--- src/rtl/ospfb_pkg.sv ---
`default_nettype none

package ospfb_pkg;

  localparam int WIDTH=16;        // real sample width, fixed for the whole design
  localparam int COEFF_WID=16;
  localparam int FRAME_WID=8;     // frame tag carried with each fir beat

  typedef logic [WIDTH-1:0]     sample_t;
  typedef logic [COEFF_WID-1:0] coeff_t;
  typedef logic [FRAME_WID-1:0] frame_t;

  // complex pair, re in the upper half
  typedef struct packed {
    sample_t re;
    sample_t im;
  } pair_t;

  // plain valid/data stream, ready runs the other way
  typedef struct packed {
    logic  valid;
    pair_t data;
  } stream_t;

  // filter output beat with its frame number
  typedef struct packed {
    logic   valid;
    pair_t  data;
    frame_t frame;
  } fir_beat_t;

  // filter sequencer states
  typedef enum logic {
    fill,  // taking new samples into the delay line
    emit   // presenting one frame of branch sums
  } fir_state_t;

  // fixed taper standing in for a real prototype filter
  function automatic coeff_t coeff_at(input int n);
    return coeff_t'((n % 7) + 1);  // 1..7 repeating
  endfunction

endpackage

`default_nettype wire

--- src/rtl/src_ctr.sv ---
`timescale 1ns/1ps
`default_nettype none

module src_ctr import ospfb_pkg::*; #(
  parameter int MAX_CNT=24  // ramp wraps after MAX_CNT-1
) (
  input  wire logic clk,
  input  wire logic rst_n,
  input  wire logic en,
  output stream_t   m_stream,
  input  wire logic m_ready
);

  sample_t cnt;   // current ramp value
  logic    hold;  // beat offered but not yet taken
  logic    fire;

  assign m_stream.valid   = en | hold;  // keep offering a stalled beat after en drops
  assign m_stream.data.re = cnt;
  assign m_stream.data.im = cnt;        // same value on both paths
  assign fire             = m_stream.valid & m_ready;

  always_ff @(posedge clk) begin
    if (!rst_n) begin
      cnt  <= '0;
      hold <= 1'b0;
    end else begin
      hold <= m_stream.valid & ~m_ready;
      if (fire) begin
        if (cnt == sample_t'(MAX_CNT-1))
          cnt <= '0;  // wrap
        else
          cnt <= cnt + 1'b1;
      end
    end
  end

endmodule

`default_nettype wire
--- config.mk ---
export PLATFORM = sky130hd
export DESIGN_NAME = src_ctr
export DESIGN_NICKNAME = d
export VERILOG_FILES = /design/src/rtl/ospfb_pkg.sv /design/src/rtl/src_ctr.sv
export SDC_FILE = /design/constraint.sdc
export NUM_CORES = 1
export LEC_CHECK = 0
export BUFFER_PORTS_ARGS = -buffer_cell sky130_fd_sc_hd__buf_2
export CAP_MARGIN = 20
export CORE_MARGIN = 2
export CORE_UTILIZATION = 37
export CTS_CLUSTER_SIZE = 14
export DETAILED_ROUTE_END_ITERATION = 6
export PLACE_DENSITY = 0.68
export SYNTH_ARGS = -nofsm -noshare
export SYNTH_HDL_FRONTEND = slang
export SYNTH_SLANG_ARGS = --single-unit
--- constraint.sdc ---
create_clock -name clk -period 2.4 [get_ports clk]
set_clock_uncertainty 0.05 [all_clocks]
set_input_delay 0.36 -clock clk [delete_from_list [all_inputs] [get_ports clk]]
set_output_delay 0.36 -clock clk [all_outputs]
set_load 0.01 [all_outputs]
### Yosys cells after proc, flatten, opt, wreduce, memory -nomap -nowiden

Cells that the tools add are included.

* word-level logic and storage cells: 9
* register bits after elaboration: 17
* output and inout bits: 33
* bits of input ports: 4

* add/subtract/negate cells: 1
* equality and inequality tests: 1
* bitwise logic cells: 4
* mux-type cells: 1

Operators with widths (count)
* 16-bit by 1-bit adder with 16-bit output, second input constant: 1
* 16-bit by 5-bit == test with 1-bit output, second input constant: 1
* 16-bit two-way mux: 1
* 1-bit AND: 2
* 1-bit inverter: 1
* 1-bit OR: 1

### Depth between registers and ports, before layout

* depth after elaboration: 2
* gate-level depth with buffers: 5
* gate-level depth less buffers: 5

### Least setup slack after synthesis

Ideal clock, no wire load.

* path type: register to register
* start point: register cnt[0]
* end point: register cnt[12]
* library setup time: 117 ps
* stages on the path, launching flop included: 6
* arrival time: 1362 ps
* slack: 871 ps
* data required time: 2233 ps
* period minus slack after synthesis: 1529 ps
* cells stage by stage: dfxtp_1 ha_1 o2111ai_2 nor4_1 xnor2_1 nor2_1

* cells in the longest elaborated chain, start to end: 2
* elaborated cells on any way between the ends: 3

RTL lines
* from (decl): RTL line src_ctr.sv:14 `sample_t cnt;`
* from (signal assigned): RTL line src_ctr.sv:33 `cnt <= cnt + 1'b1;`
* 16-bit by 1-bit adder with 16-bit output or 16-bit by 5-bit == test with 1-bit output (tied branches): RTL line src_ctr.sv:33, src_ctr.sv:30
* 16-bit two-way mux *: RTL line src_ctr.sv:30 `if (cnt == sample_t'(MAX_CNT-1))`

Mark *: on every way between the ends. The rest lies on a longest branch, timed or not.
A chain may end at the register's enable or synchronous reset.

### Worst setup path after layout

* start point: register cnt[0]
* end point: register cnt[14]

Same word-level chain as after synthesis.

==> qor.txt <==
setup ws final - 0.731 ns
CTS Buffer Depth - 2
n_diodes - 0
cts bufs inserted - 3
most numerous cell in the Yosys netlist - nor2_1
Area growth syn-to-layout - 14.2%
Num Clock Sinks - 17
Hold Path Depth - 2
status - finished clean
sum of buffers and inverters on the critical path - 0
Worst Reg-to-Reg Cells - 5
# IOs - 37
pwr dens - 434 nW/µm²
Synth async-reset ratio - 0%
fin. max-slew vios - 0
WL final - 1770 µm
Die X - 54.5 µm
CP Max Fanout - 7
crit path max-delay cell type - dfxtp_1
worst-path cell chain - ha_1 > o2111ai_2 > nor4_1 > xnor2_1 > nor2_1
core area - 2450 µm²
post-synth top area cell - dfxtp_1
Synthesized Nets - 112
WS Path Type - register to register
Crit. path cell count - 5
initial antenna violation count - 0
most common flop cell mapped by yosys - dfxtp_1
count of flip-flops with a built-in enable after synthesis - 0
clock root cell - clkbuf_4
RSZ-0062 raised after global routing - no
IR drop worst, VDD - 0.000229 V
overall routing resource usage - 13.5%
fmax - 599 MHz
row count - 18
leakage - 0.000484 µW
Initial Util - 38.4%
Synth Register Bits - 17
die area - 2970 µm²
DPL Wire Length - 1390 µm
worst skew pair latency - 0.28 ns
min Tclk post-route - 1.67 ns
number of global-route vias before repair - 642
Setup violations, final - 0
Setup Fix Bufs, Post-CTS - 0
H-tree level count - 1
Tcrit/Tclk final - 69.6%
Commonest cells post-synth - 19 x nor2_1, 17 x dfxtp_1, 16 x buf_4, 12 x xnor2_1
clock-pin transition on the worst setup and hold timing paths - 0.09 ns
cts hold-fix bufs - 0
top-area cell type share of the netlist area - 36.1%
max_slew headroom - 73.4%
# nets final - 138
Yosys Warn Count - 0
worst path required time - 2.53 ns
cell count after synthesis - 107
Die H - 54.5 µm
post-CTS sizing - 0
arrival time at the worst endpoint - 1.80 ns
first-pass GRT wire length - 2850 µm
CTS tree - yes
DP Worst Slack - 0.756 ns
First-pass DRT Iterations - 4
slowest stage delay, CP - 0.42 ns
CP Capture Type - register
Worst Tran Pin Value - 0.399 ns
Yosys cell types - 27
First DRT Iteration DRCs - 9
Final ANT Viol Nets - 0
ranking of synthesized cells by area - dfxtp_1 36%, buf_4 13%, xnor2_1 11%, nor2_1 7.6%, nor4_1 3.3%
largest net degree at the start of global routing - 10
Final TNS setup - 0 ns
port bufs - 36
delay-heaviest family, CP - simple AND/OR/NAND/NOR gates
DR vias/cell - 4.93
Routed wire per std cell - 10.9 µm
final hold viol count - 0
HP Class - input pin to register
drc violations - 0
DR vias - 798
mapped cell area - 943 µm²
GP Congestion - 0.815
maxcap violations - 0
share of cells above drive strength 1 - 36.4%
Overflow after GRT - 0
register area share after synthesis - 36.1%
Synth Area per Inst - 8.82 µm²
Critical Path Source Type - register
==> sequential cells by signal (all words and copies together) (netlist names) <==
name / cells
cnt: 16
hold: 1
==> final timing paths <==
path,start,to,slack [ns]
setup reg to reg,cnt[0]$_SDFFE_PN0P_,cnt[14]$_SDFFE_PN0P_,0.73
hold reg to reg,cnt[15]$_SDFFE_PN0P_,cnt[15]$_SDFFE_PN0P_,0.51
setup / recovery,cnt[0]$_SDFFE_PN0P_,cnt[14]$_SDFFE_PN0P_,0.73
hold / removal,rst_n,cnt[2]$_SDFFE_PN0P_,0.30
==> cells in the final DEF, fill, tap and decap left out, types with 2 or more instances in the layout <==
master | synthesis | layout
inv_1 | 3 | 3
dfxtp_1 | 17 | 17
buf_2 | 1 | 36
nor2_1 | 19 | 19
mux2i_1 | 2 | 2
buf_4 | 16 | 2
nor4_1 | 5 | 5
nand2_1 | 5 | 5
nand3_1 | 4 | 4
xnor2_1 | 12 | 12
nand4_1 | 3 | 3
nor3_1 | 5 | 5
clkbuf_4 | 0 | 3
==> area by class of cell <==
type	count	area (µm²)
Timing Repair Buffer	38	195
Tap cell	30	37.5
Inverter	3	11.3
Fill cell	261	1380
Sequential cell	17	340
Clock buffer	4	26.3
Multi-Input combinational cell	70	467
==> through the flow <==
step	total power, µW	hold slack (ns)	area (µm²)	utilization (%)	cells
after CTS	475	0.293	1080	43.9	162
after global placement	326	0.503	1050	42.8	158
after global routing	490	0.298	1080	43.9	162
after detailed placement	328	0.506	1050	42.8	158
final	468	0.301	1080	43.9	162
after floorplan	315	0.432	943	-	107
==> power breakdown <==
| part | internal, µW | leakage [µW] | total [µW] | switching, µW |
|---|---|---|---|---|
| sequential | 285 | 0.000137 | 290 | 4.44 |
| combinational | 13.8 | 0.000332 | 31.0 | 17.2 |
| clock | 64.5 | 0.0000150 | 147 | 82.4 |
==> per-layer routing <==
layer / vias up / wire [µm] / GRT usage [%]
met5: - / 0 / 0
li1: 397 / - / -
met2: 29 / 780 / 19.9
met3: 5 / 119 / 2.46
met1: 367 / 834 / 18.5
met4: 0 / 36 / 7.50
==> kinds of logic after synthesis <==
family	after synthesis	share of synthesized area (%)
mux	2	2.12
flops	17	36.1
compound gates	5	4.51
fa+ha+maj	1	1.33
simple gates	49	29.4
xor+xnor	13	12.1
buf+inv	20	14.5
(Power assumes the default switching activity.)
