==> src/rtl/ospfb_pkg.sv <==
`default_nettype none

package ospfb_pkg;

  localparam int WIDTH=16;        // real sample width, fixed for the whole design
  localparam int COEFF_WID=16;
  localparam int FRAME_WID=8;     // frame tag carried with each fir beat

  typedef logic [WIDTH-1:0]     sample_t;
  typedef logic [COEFF_WID-1:0] coeff_t;
  typedef logic [FRAME_WID-1:0] frame_t;

  // complex pair, re in the upper half
  typedef struct packed {
    sample_t re;
    sample_t im;
  } pair_t;

  // plain valid/data stream, ready runs the other way
  typedef struct packed {
    logic  valid;
    pair_t data;
  } stream_t;

  // filter output beat with its frame number
  typedef struct packed {
    logic   valid;
    pair_t  data;
    frame_t frame;
  } fir_beat_t;

  // filter sequencer states
  typedef enum logic {
    fill,  // taking new samples into the delay line
    emit   // presenting one frame of branch sums
  } fir_state_t;

  // fixed taper standing in for a real prototype filter
  function automatic coeff_t coeff_at(input int n);
    return coeff_t'((n % 7) + 1);  // 1..7 repeating
  endfunction

endpackage

`default_nettype wire

==> src/rtl/sample_fifo.sv <==
`timescale 1ns/1ps
`default_nettype none

module sample_fifo import ospfb_pkg::*; #(
  parameter int FIFO_DEPTH=16,
  parameter int PROG_EMPTY_THRESH=4,
  parameter int PROG_FULL_THRESH=12,
  parameter int COUNT_WID=5
) (
  input  wire logic       clk,
  input  wire logic       rst_n,
  input  stream_t         s_stream,
  output logic            s_ready,
  output stream_t         m_stream,
  input  wire logic       m_ready,
  output logic            almost_empty,
  output logic            almost_full,
  output logic            prog_empty,
  output logic            prog_full,
  output logic [COUNT_WID-1:0] count
);

  localparam int PTR_W = (FIFO_DEPTH > 1) ? $clog2(FIFO_DEPTH) : 1;

  typedef logic [PTR_W-1:0]     ptr_t;
  typedef logic [COUNT_WID-1:0] lvl_t;

  pair_t mem [FIFO_DEPTH];  // payload only, no reset
  ptr_t  wr_ptr;
  ptr_t  rd_ptr;
  lvl_t  lvl;               // occupancy
  logic  wr_en;
  logic  rd_en;

  assign s_ready  = (lvl != lvl_t'(FIFO_DEPTH));
  assign wr_en    = s_stream.valid & s_ready;

  // fall-through: head word sits on the output
  assign m_stream.valid = (lvl != '0);
  assign m_stream.data  = mem[rd_ptr];
  assign rd_en          = m_stream.valid & m_ready;

  always_ff @(posedge clk) begin
    if (wr_en)
      mem[wr_ptr] <= s_stream.data;
  end

  always_ff @(posedge clk) begin
    if (!rst_n) begin
      wr_ptr <= '0;
      rd_ptr <= '0;
      lvl    <= '0;
    end else begin
      if (wr_en)
        wr_ptr <= (wr_ptr == ptr_t'(FIFO_DEPTH-1)) ? '0 : wr_ptr + 1'b1;
      if (rd_en)
        rd_ptr <= (rd_ptr == ptr_t'(FIFO_DEPTH-1)) ? '0 : rd_ptr + 1'b1;
      case ({wr_en, rd_en})
        2'b10:   lvl <= lvl + 1'b1;
        2'b01:   lvl <= lvl - 1'b1;
        default: lvl <= lvl;  // both or neither
      endcase
    end
  end

  // level flags straight off the counter
  assign count        = lvl;
  assign almost_full  = (lvl == lvl_t'(FIFO_DEPTH-1));  // one write left
  assign almost_empty = (lvl == lvl_t'(1));             // one read left
  assign prog_full    = (lvl >= lvl_t'(PROG_FULL_THRESH));
  assign prog_empty   = (lvl <= lvl_t'(PROG_EMPTY_THRESH));

endmodule

`default_nettype wire

==> config.mk <==
export PLATFORM = sky130hd
export DESIGN_NAME = sample_fifo
export DESIGN_NICKNAME = d
export VERILOG_FILES = /design/src/rtl/ospfb_pkg.sv /design/src/rtl/sample_fifo.sv
export SDC_FILE = /design/constraint.sdc
export NUM_CORES = 1
export LEC_CHECK = 0
export BUFFER_PORTS_ARGS = -buffer_cell sky130_fd_sc_hd__buf_2
export CELL_PAD_IN_SITES_DETAIL_PLACEMENT = 1
export CELL_PAD_IN_SITES_GLOBAL_PLACEMENT = 1
export CORE_ASPECT_RATIO = 1.25
export CORE_MARGIN = 2
export CORE_UTILIZATION = 54
export DETAILED_ROUTE_END_ITERATION = 8
export GPL_TIMING_DRIVEN = 1
export PLACE_DENSITY = 0.85
export SYNTH_ARGS = -nofsm -noshare
export SYNTH_HDL_FRONTEND = slang
export SYNTH_SLANG_ARGS = --single-unit
==> constraint.sdc <==
create_clock -name clk -period 4.6 [get_ports clk]
set_clock_uncertainty 0.1 [all_clocks]
set_input_delay 0.69 -clock clk [delete_from_list [all_inputs] [get_ports clk]]
set_output_delay 0.69 -clock clk [all_outputs]
set_load 0.1 [all_outputs]
Word-level counts from Yosys, hierarchy flattened
Memory sizes are Yosys's and may differ from the RTL's. A register that Yosys moved wholly into a read port is not among the register bits.
Cells that the tools add are included.
{"block": "word_totals", "memories": 1, "reg_bits": 13, "romBits": 0, "out_inout_bits": 43, "ramBits": 512, "latch_bits": 0}
{"memory": "mem", "words": 16, "word_bits": 32, "rd": 1, "rd_clocked_by_memory_dff": 1, "write_ports": 1, "line_no": "sample_fifo.sv:28", "text": "pair_t mem [FIFO_DEPTH];"}
{"block": "classes", "shifts": 0, "bitwise": 2, "n_addsub": 4, "multipliers": 0, "n_eq_ne": 7, "reduce_logical": 2, "magnitude_cmp": 2, "muxes": 7, "div_mod_pow": 0}
{"op": "4-bit 2-to-1 mux", "count": 4}
{"op": "5-bit case mux with 2 select lines", "count": 1}
{"op": "4-bit by 1-bit adder with 4-bit output (second input constant)", "count": 2}
{"op": "4-bit equality test (second input constant)", "count": 2}
{"op": "5-bit by 1-bit adder with 5-bit output (second input constant)", "count": 1}
{"op": "5-bit by 1-bit equality test with 1-bit output (second input constant)", "count": 1}
{"op": "5-bit by 4-bit equality test with 1-bit output (second input constant)", "count": 1}
{"op": "5-bit by 4-bit >= comparator with 1-bit output (second input constant)", "count": 1}
{"op": "5-bit by 3-bit <= comparator with 1-bit output (second input constant)", "count": 1}
{"op": "5-bit inequality test (second input constant)", "count": 1}
{"op": "5-bit nonzero test", "count": 1}
{"op": "5-bit by 1-bit subtractor with 5-bit output (second input constant)", "count": 1}
{"op": "1-bit AND", "count": 2}
{"op": "2-bit by 1-bit equality test with 1-bit output (second input constant)", "count": 1}
{"op": "2-bit equality test (second input constant)", "count": 1}
{"op": "1-bit 2-to-1 mux", "count": 2}
{"op": "2-bit nonzero test", "count": 1}

Longest topological paths before layout
Gate-level depths: netlist of run 1.
{"block": "depth", "ltp_word": 4, "mapped_depth": 12}

Worst setup path before layout of run 1
OpenSTA, ideal clock, no wires.
{"block": "synth_timing", "kind": "reg2reg", "startpoint": "reg lvl[1] (netlist: count[1])", "endpoint": "mem mem[0][0] (netlist bit) (enable)", "stages_incl_launch_ff": 8, "synth_period_minus_slack_ps": 5568, "path_slack_ps": -968, "arrival_time_ps": 5007, "cell_sequence": "dfxtp_1 -> inv_1 -> ha_1 -> nand4bb_1 -> and2_1 -> buf_2 -> nand2_1 -> nor3_1"}
{"block": "synth_between", "elab_chain_cells": 4}
{"element": "start: declaration", "line_no": "sample_fifo.sv:31", "text": "lvl_t lvl;"}
{"element": "start signal: assignment", "line_no": "sample_fifo.sv:59", "text": "2'b10: lvl <= lvl + 1'b1;"}
{"element": "start signal: assignment", "line_no": "sample_fifo.sv:60", "text": "2'b01: lvl <= lvl - 1'b1;"}
{"element": "start signal: assignment", "line_no": "sample_fifo.sv:61", "text": "default: lvl <= lvl;"}
{"element": "5-bit inequality test", "line_no": "sample_fifo.sv:35", "text": "assign s_ready = (lvl != lvl_t'(FIFO_DEPTH));"}
{"element": "net s_ready", "line_no": "sample_fifo.sv:13", "text": "output logic s_ready,"}
{"element": "1-bit AND", "line_no": "sample_fifo.sv:36", "text": "assign wr_en = s_stream.valid & s_ready;"}
{"element": "1-bit 2-to-1 mux", "line_no": "sample_fifo.sv:44", "text": "if (wr_en)"}
{"element": "1-bit 2-to-1 mux (not written as such)", "line_no": "sample_fifo.sv:45", "text": "mem[wr_ptr] <= s_stream.data;"}
{"element": "end: declaration", "line_no": "sample_fifo.sv:28"}
The timed path passes the listed nets, and every way through them passes these cells.

==> summary.txt, run 1 <==
STA
  – Final setup margin: 868 ps
  – Fin crit period: 3730 ps
  – Final Setup Violations: 0
  – Final Cycle Share: 81.1%
  – Achievable Freq: 268 MHz
  – Setup tns final: 0 ps
  – Final Hold Fails: 0
  – Slew headroom: 26.2%
  – Worst Tran Pin Value: 1110 ps
  – WHS: 287 ps
  – RSZ-0062 raised after global routing: no
  – Max-slew violation count: 0

Logic synthesis
  – Yosys top cell area share: 76.5%
  – Synth area leaders: edfxtp_1 (77%), mux4_2 (14%), a22oi_1 (2.4%)
  – Yosys reg bits: 529
  – Sequential area share after synthesis: 78.2%
  – Top cell type by total area after synthesis: edfxtp_1
  – Library cells used by synthesis: 38
  – Syn nets: 958
  – Synthesized area per cell: 22.1 um2
  – Mapped Area: 20100 um2
  – Syn. warnings: 0
  – Cells after Synth: 911

Floorplan
  – Width of the chip: 177 um
  – Initial Util: 54.3%
  – IO Count: 79
  – Row count: 79
  – Core Region: 37000 um2
  – Die height: 220 um
  – Die area: 38800 um2

CTS
  – Post_cts resized: 0
  – H-tree depth: 2
  – Clk Latency, worst-skew pair: 560 ps
  – CTS buffer count: 49
  – CTS sink cnt: 529
  – CTS root buffer: clkbuf_16
  – CTS tree: yes
  – Cts hold-fix bufs: 0
  – Clock slew at reported path FFs: 70 ps
  – Clk buf depth: 3
  – Post-CTS Repair Setup Buffers: 0

Drt
  – Final WL: 48200 um
  – TritonRoute pass-1 iters: 5
  – Via-to-Cell Ratio: 6.45
  – DR DRC count: 0
  – Initial DRC count: 1174
  – Via count: 9939
  – WL/cell: 31.3 um
  – Final ANT Viol Nets: 0

Worst hold path
  – Worst hold stages: 2
  – HP Start: rst_n
  – HP Class: in2reg
  – Hold endpoint: count[4]

Global route
  – GRT Max-Usage Layer: met2
  – Vias in the first global route: 10800
  – Largest net degree at the start of global routing: 48
  – Grt met1 use: 34.1%
  – Met2 usage: 42.5%
  – First-pass GRT wire length: 71300 um
  – Total congestion overflow: 0
  – Met3 Use GR: 5.35%
  – Antenna violations before repair: 3
  – Gr usage total: 25.8%

Critical path
  – CP bufs+invs: 2
  – Worst R2R Start: count[0]
  – CP Cell Sequence: nor2b_4 > buf_4 > a22oi_1 > nand2_1 > buf_2
  – Crit-path max FO: 21
  – R2R Setup Slk: 1370 ps
  – Critical-path top delay cell: nor2b_4
  – Arrival @ worst endpoint: 2940 ps
  – CP startpoint kind: register
  – Crit-path leading delay family: simple AND/OR/NAND/NOR gates
  – Worst setup EP type: primary output
  – Register-to-Register Path Depth: 7
  – Reg2reg end: mem[10][17]
  – WP data required: 3810 ps
  – CP max stage delay: 790 ps
  – WS Path Type: reg2out

Flow run
  – Max_cap viols: 0

Layout
  – Fill cells: 3069
  – Share of layout cells above drive strength 1: 30.9%
  – Most common cell after layout, fill and taps aside: edfxtp_1
  – NumNets Final: 1063
  – Area Growth Syn to Fin: 13.4%
  – Most frequent cells in the layout: edfxtp_1 (512), mux4_2 (128), buf_2 (78)
  – Fin cells: 1541

Pwr
  – Power Density: 538 nW/um2
  – VDD IR max: 0.000366 V
  – Lkg Pwr: 7.13 nW
  – Total Power: 12.3 mW

Placed design
  – Port buffer count: 78
  – Pre-CTS setup slack: 1440 ps
  – Cell count after placement: 1451
  – GPL Wtd Cong: 0.725
  – Post-DP HPWL: 25200 um

Outcome
  – Status: complete, no violations
[synth_stat cells]
master / number
or4b_4: 1
and3_1: 1
a41oi_1: 1
or4b_1: 1
o21ai_1: 1
a211oi_1: 2
mux2i_1: 1
mux4_2: 128
or3b_2: 1
or3_1: 1
buf_4: 9
dfxtp_1: 17
inv_1: 7
buf_2: 11
nor3_1: 7
nand4bb_1: 1
inv_2: 1
a311o_1: 1
nor2b_1: 2
or4_1: 1
nand2b_1: 2
o21ai_0: 1
ha_1: 11
a22oi_1: 64
buf_1: 3
o21a_1: 1
clkbuf_1: 28
nand4b_1: 1
nor2_1: 18
edfxtp_1: 512
nand2_1: 48
a21oi_1: 9
a31oi_1: 1
xor2_1: 4
and2_1: 4
o22ai_1: 1
nand3_1: 7
xnor2_1: 1
[per-layer routing]
layer	part of all wire [%]	routed length, um
met1	37	17800
met2	51	24400
met3	9.1	4410
met5	0.048	23
met4	3.3	1580
[report_power, final]
part	internal (mW)	leakage (nW)	switching, mW
Clock	2.18	0.744	1.71
Sequential	5.39	4.76	0.133
Combinational	0.942	1.62	1.91
Total	8.51	7.13	3.75
[cell families (layout without fill, tap and decap cells)]
kind of cell | after synthesis | after routing | synth area share [%]
buf+inv | 59 | 201 | 1.34
fa+ha+maj | 11 | 11 | 0.685
other cells | 0 | 2 | 0
compound gates | 82 | 82 | 2.93
xor+xnor | 5 | 5 | 0.218
flops | 529 | 529 | 78.2
mux | 129 | 129 | 14.4
simple gates | 96 | 96 | 2.19
[cell type report]
type,count,area (um2),area share (%)
sequential,529,15700,69.0
clock buffer,67,1320,5.81
clock inverter,21,179,0.786
antenna,2,5.00,0.0220
multi-input combinational,323,4270,18.7
tap,486,608,2.67
inverter,8,30.0,0.132
timing repair buffer,105,643,2.82
[state kept, by name, summed over array words and instances, names as in the netlist, named ones only]
| register | cells |
|---|---|
| count | 5 |
| mem | 512 |
| rd_ptr | 4 |
| wr_ptr | 4 |
[per-stage QoR]
stage	cell area (um2)	utilization, %
after global routing	22800	61.6
after global placement	21300	57.5
after floorplan	20100	-
final	22800	61.6
after detailed placement	21300	57.5
after CTS	22800	61.6
[worst register-to-register path, delay by kind of cell, from the launching register on]
family                   cells  cell delay, ps
adder cells (fa/ha/maj)      1             220
flip-flops                   1             470
AND/OR/NAND/NOR              4            1400
buffers and inverters        2             650
[worst max path at each step]
stage                    to  slack [ps]  depth (start not counted)
2_1_floorplan    mem[12][0]        -110                          7
3_3_place_gp   m_stream[10]        1530                          5
3_5_place_dp   m_stream[26]        1440                          5
4_1_cts        m_stream[26]         830                          5
5_1_grt        m_stream[26]         740                          5
6_report       m_stream[10]         870                          5
Power figures use the tool's default switching activity.
==> inputs of run 2 (changes only) <==
clock period = 3.8 ns   (was 4.6 ns; I/O delays follow)
==> run 2 against run 1 <==
Against the previous run: non-clock buffer count grew 7; via count is essentially flat; worst setup slack lost 630 ps; sequential cell count is the same; largest cell class unchanged.
==> summary.txt, run 2 (synthesized netlist as in run 1, its figures left out) <==
Outcome
  – Status: complete, no violations

Worst hold path
  – Hold endpoint: count[4]
  – HP Start: rst_n
  – HP Class: in2reg
  – Worst hold stages: 2

Floorplan
  – Width of the chip: 177 um
  – Initial Util: 54.3%
  – IO Count: 79
  – Row count: 79
  – Core Region: 37000 um2
  – Die height: 220 um
  – Die area: 38800 um2

Drt
  – DR DRC count: 0
  – Initial DRC count: 1081
  – Final WL: 47700 um
  – WL/cell: 30.9 um
  – Via count: 9932
  – Via-to-Cell Ratio: 6.43
  – TritonRoute pass-1 iters: 5
  – Final ANT Viol Nets: 0

CTS
  – Clk buf depth: 3
  – Post-CTS Repair Setup Buffers: 0
  – Post_cts resized: 0
  – CTS root buffer: clkbuf_16
  – Clock slew at reported path FFs: 60 ps
  – CTS tree: yes
  – Clk Latency, worst-skew pair: 550 ps
  – CTS buffer count: 48
  – H-tree depth: 2
  – Cts hold-fix bufs: 0
  – CTS sink cnt: 529

Pwr
  – Pint: 10.2 mW
  – Lkg Pwr: 7.17 nW
  – Power Density: 643 nW/um2
  – Comb pwr share: 23.9%
  – Sw frac: 30.7%
  – NetSw: 4.54 mW
  – Sequential power share: 45.3%
  – VDD IR max: 0.000572 V
  – Clock network fraction of total power: 30.9%

Critical path
  – CP bufs+invs: 2
  – Critical-path top delay cell: dfxtp_4
  – Worst R2R Start: count[0]
  – WS Path Type: reg2out
  – Reg2reg end: mem[0][9]
  – Crit-path max FO: 26
  – CP max stage delay: 740 ps
  – Arrival @ worst endpoint: 2900 ps
  – CP Cell Sequence: buf_12 > mux4_2 > a22oi_1 > nand2_1 > buf_2
  – WP data required: 3130 ps
  – CP startpoint kind: register
  – R2R Setup Slk: 710 ps
  – Crit-path leading delay family: flip-flops
  – Register-to-Register Path Depth: 7
  – Worst setup EP type: primary output

STA
  – Fin crit period: 3570 ps
  – Slew headroom: 42.2%
  – RSZ-0062 raised after global routing: no
  – Final Setup Violations: 0
  – Final Cycle Share: 93.8%
  – Achievable Freq: 280 MHz
  – Worst Tran Pin Value: 865 ps
  – Final Hold Fails: 0
  – Max-slew violation count: 0
  – Final setup margin: 234 ps

Global route
  – Antenna violations before repair: 3
  – Total congestion overflow: 0
  – Largest net degree at the start of global routing: 54
  – Gr usage total: 25.3%
  – First-pass GRT wire length: 70400 um
  – Vias in the first global route: 10800

Layout
  – Register name with the most flops: mem
  – Most frequent cells in the layout: edfxtp_1 (512), mux4_2 (128), buf_2 (78)
  – Share of layout cells above drive strength 1: 31.6%
  – Area Growth Syn to Fin: 14.2%
  – Most common cell after layout, fill and taps aside: edfxtp_1
  – NumNets Final: 1069
  – Final Util: 62.1%
  – Final Cell Area: 22900 um2
  – Max reg flops: 512

Placed design
  – Post-DP HPWL: 25800 um
  – GPL Wtd Cong: 0.756
  – Port buffer count: 78
  – Pre-CTS setup slack: 747 ps
  – Placed cell area: 21500 um2

Flow run
  – Max_cap viols: 0
-- run 2: cell count changes in the layout (fill, tap and decap cells not counted), moves of 2 or more --
cell	change
buf_4	-6
clkinv_1	+3
clkbuf_8	-3
clkbuf_1	-7
buf_12	+13
clkinvlp_4	+2
-- run 2: power groups by stage --
stage	sequential [mW]	clock (mW)	combinational, mW
final	6.68	4.56	3.52
after global routing	6.70	4.77	3.70
after global placement	6.79	0	3.45
after CTS	6.69	4.60	3.56
after detailed placement	6.81	0	3.52
after floorplan	6.79	0	2.80
-- run 2: metal layers --
| layer | vias to the layer above | share of wire [%] | GRT usage [%] |
|---|---|---|---|
| li1 | 4053 | - | - |
| met1 | 5216 | 37 | 32.6 |
| met2 | 542 | 52 | 43.1 |
| met3 | 119 | 7.7 | 4.43 |
| met4 | 2 | 3.5 | 10.1 |
| met5 | - | 0.031 | 0 |
-- run 2: metrics by stage --
| step | setup TNS [ps] | hold slack [ps] | std cells | power (mW) |
|---|---|---|---|---|
| after floorplan | -16510 | 350 | 911 | 9.59 |
| after global placement | 0 | 380 | 1458 | 10.2 |
| after detailed placement | 0 | 390 | 1458 | 10.3 |
| after CTS | 0 | 154 | 1542 | 14.8 |
| after global routing | 0 | 173 | 1543 | 15.2 |
| final | 0 | 164 | 1544 | 14.8 |
-- run 2: area by class of cell --
type / instances / area (um2)
sequential: 529 / 15700
tap: 486 / 608
inverter: 8 / 30.0
multi-input combinational: 323 / 4270
clock inverter: 27 / 189
fill: 3075 / 14000
timing repair buffer: 112 / 858
clock buffer: 57 / 1260
antenna: 2 / 5.00
-- run 2: worst max path at each step --
stage / from / to / slack, ps / cells after the start
final: register / m_stream[15] / 230 / 5
after detailed placement: count[0] / mem[0][12] / 750 / 7
after global placement: register / m_stream[29] / 870 / 5
after CTS: register / m_stream[15] / 170 / 5
after global routing: register / m_stream[15] / 60 / 5
after floorplan: count[1] / mem[4][0] / -70 / 7
-- run 2: worst reg2reg max path, stage by stage, from the launching register on --
cell and delay, ps:
dfxtp_1 480, inv_1 120, ha_1 240, nand4bb_2 120
and2_1 330, nand2_1 350, nor3_4 720, buf_12 300
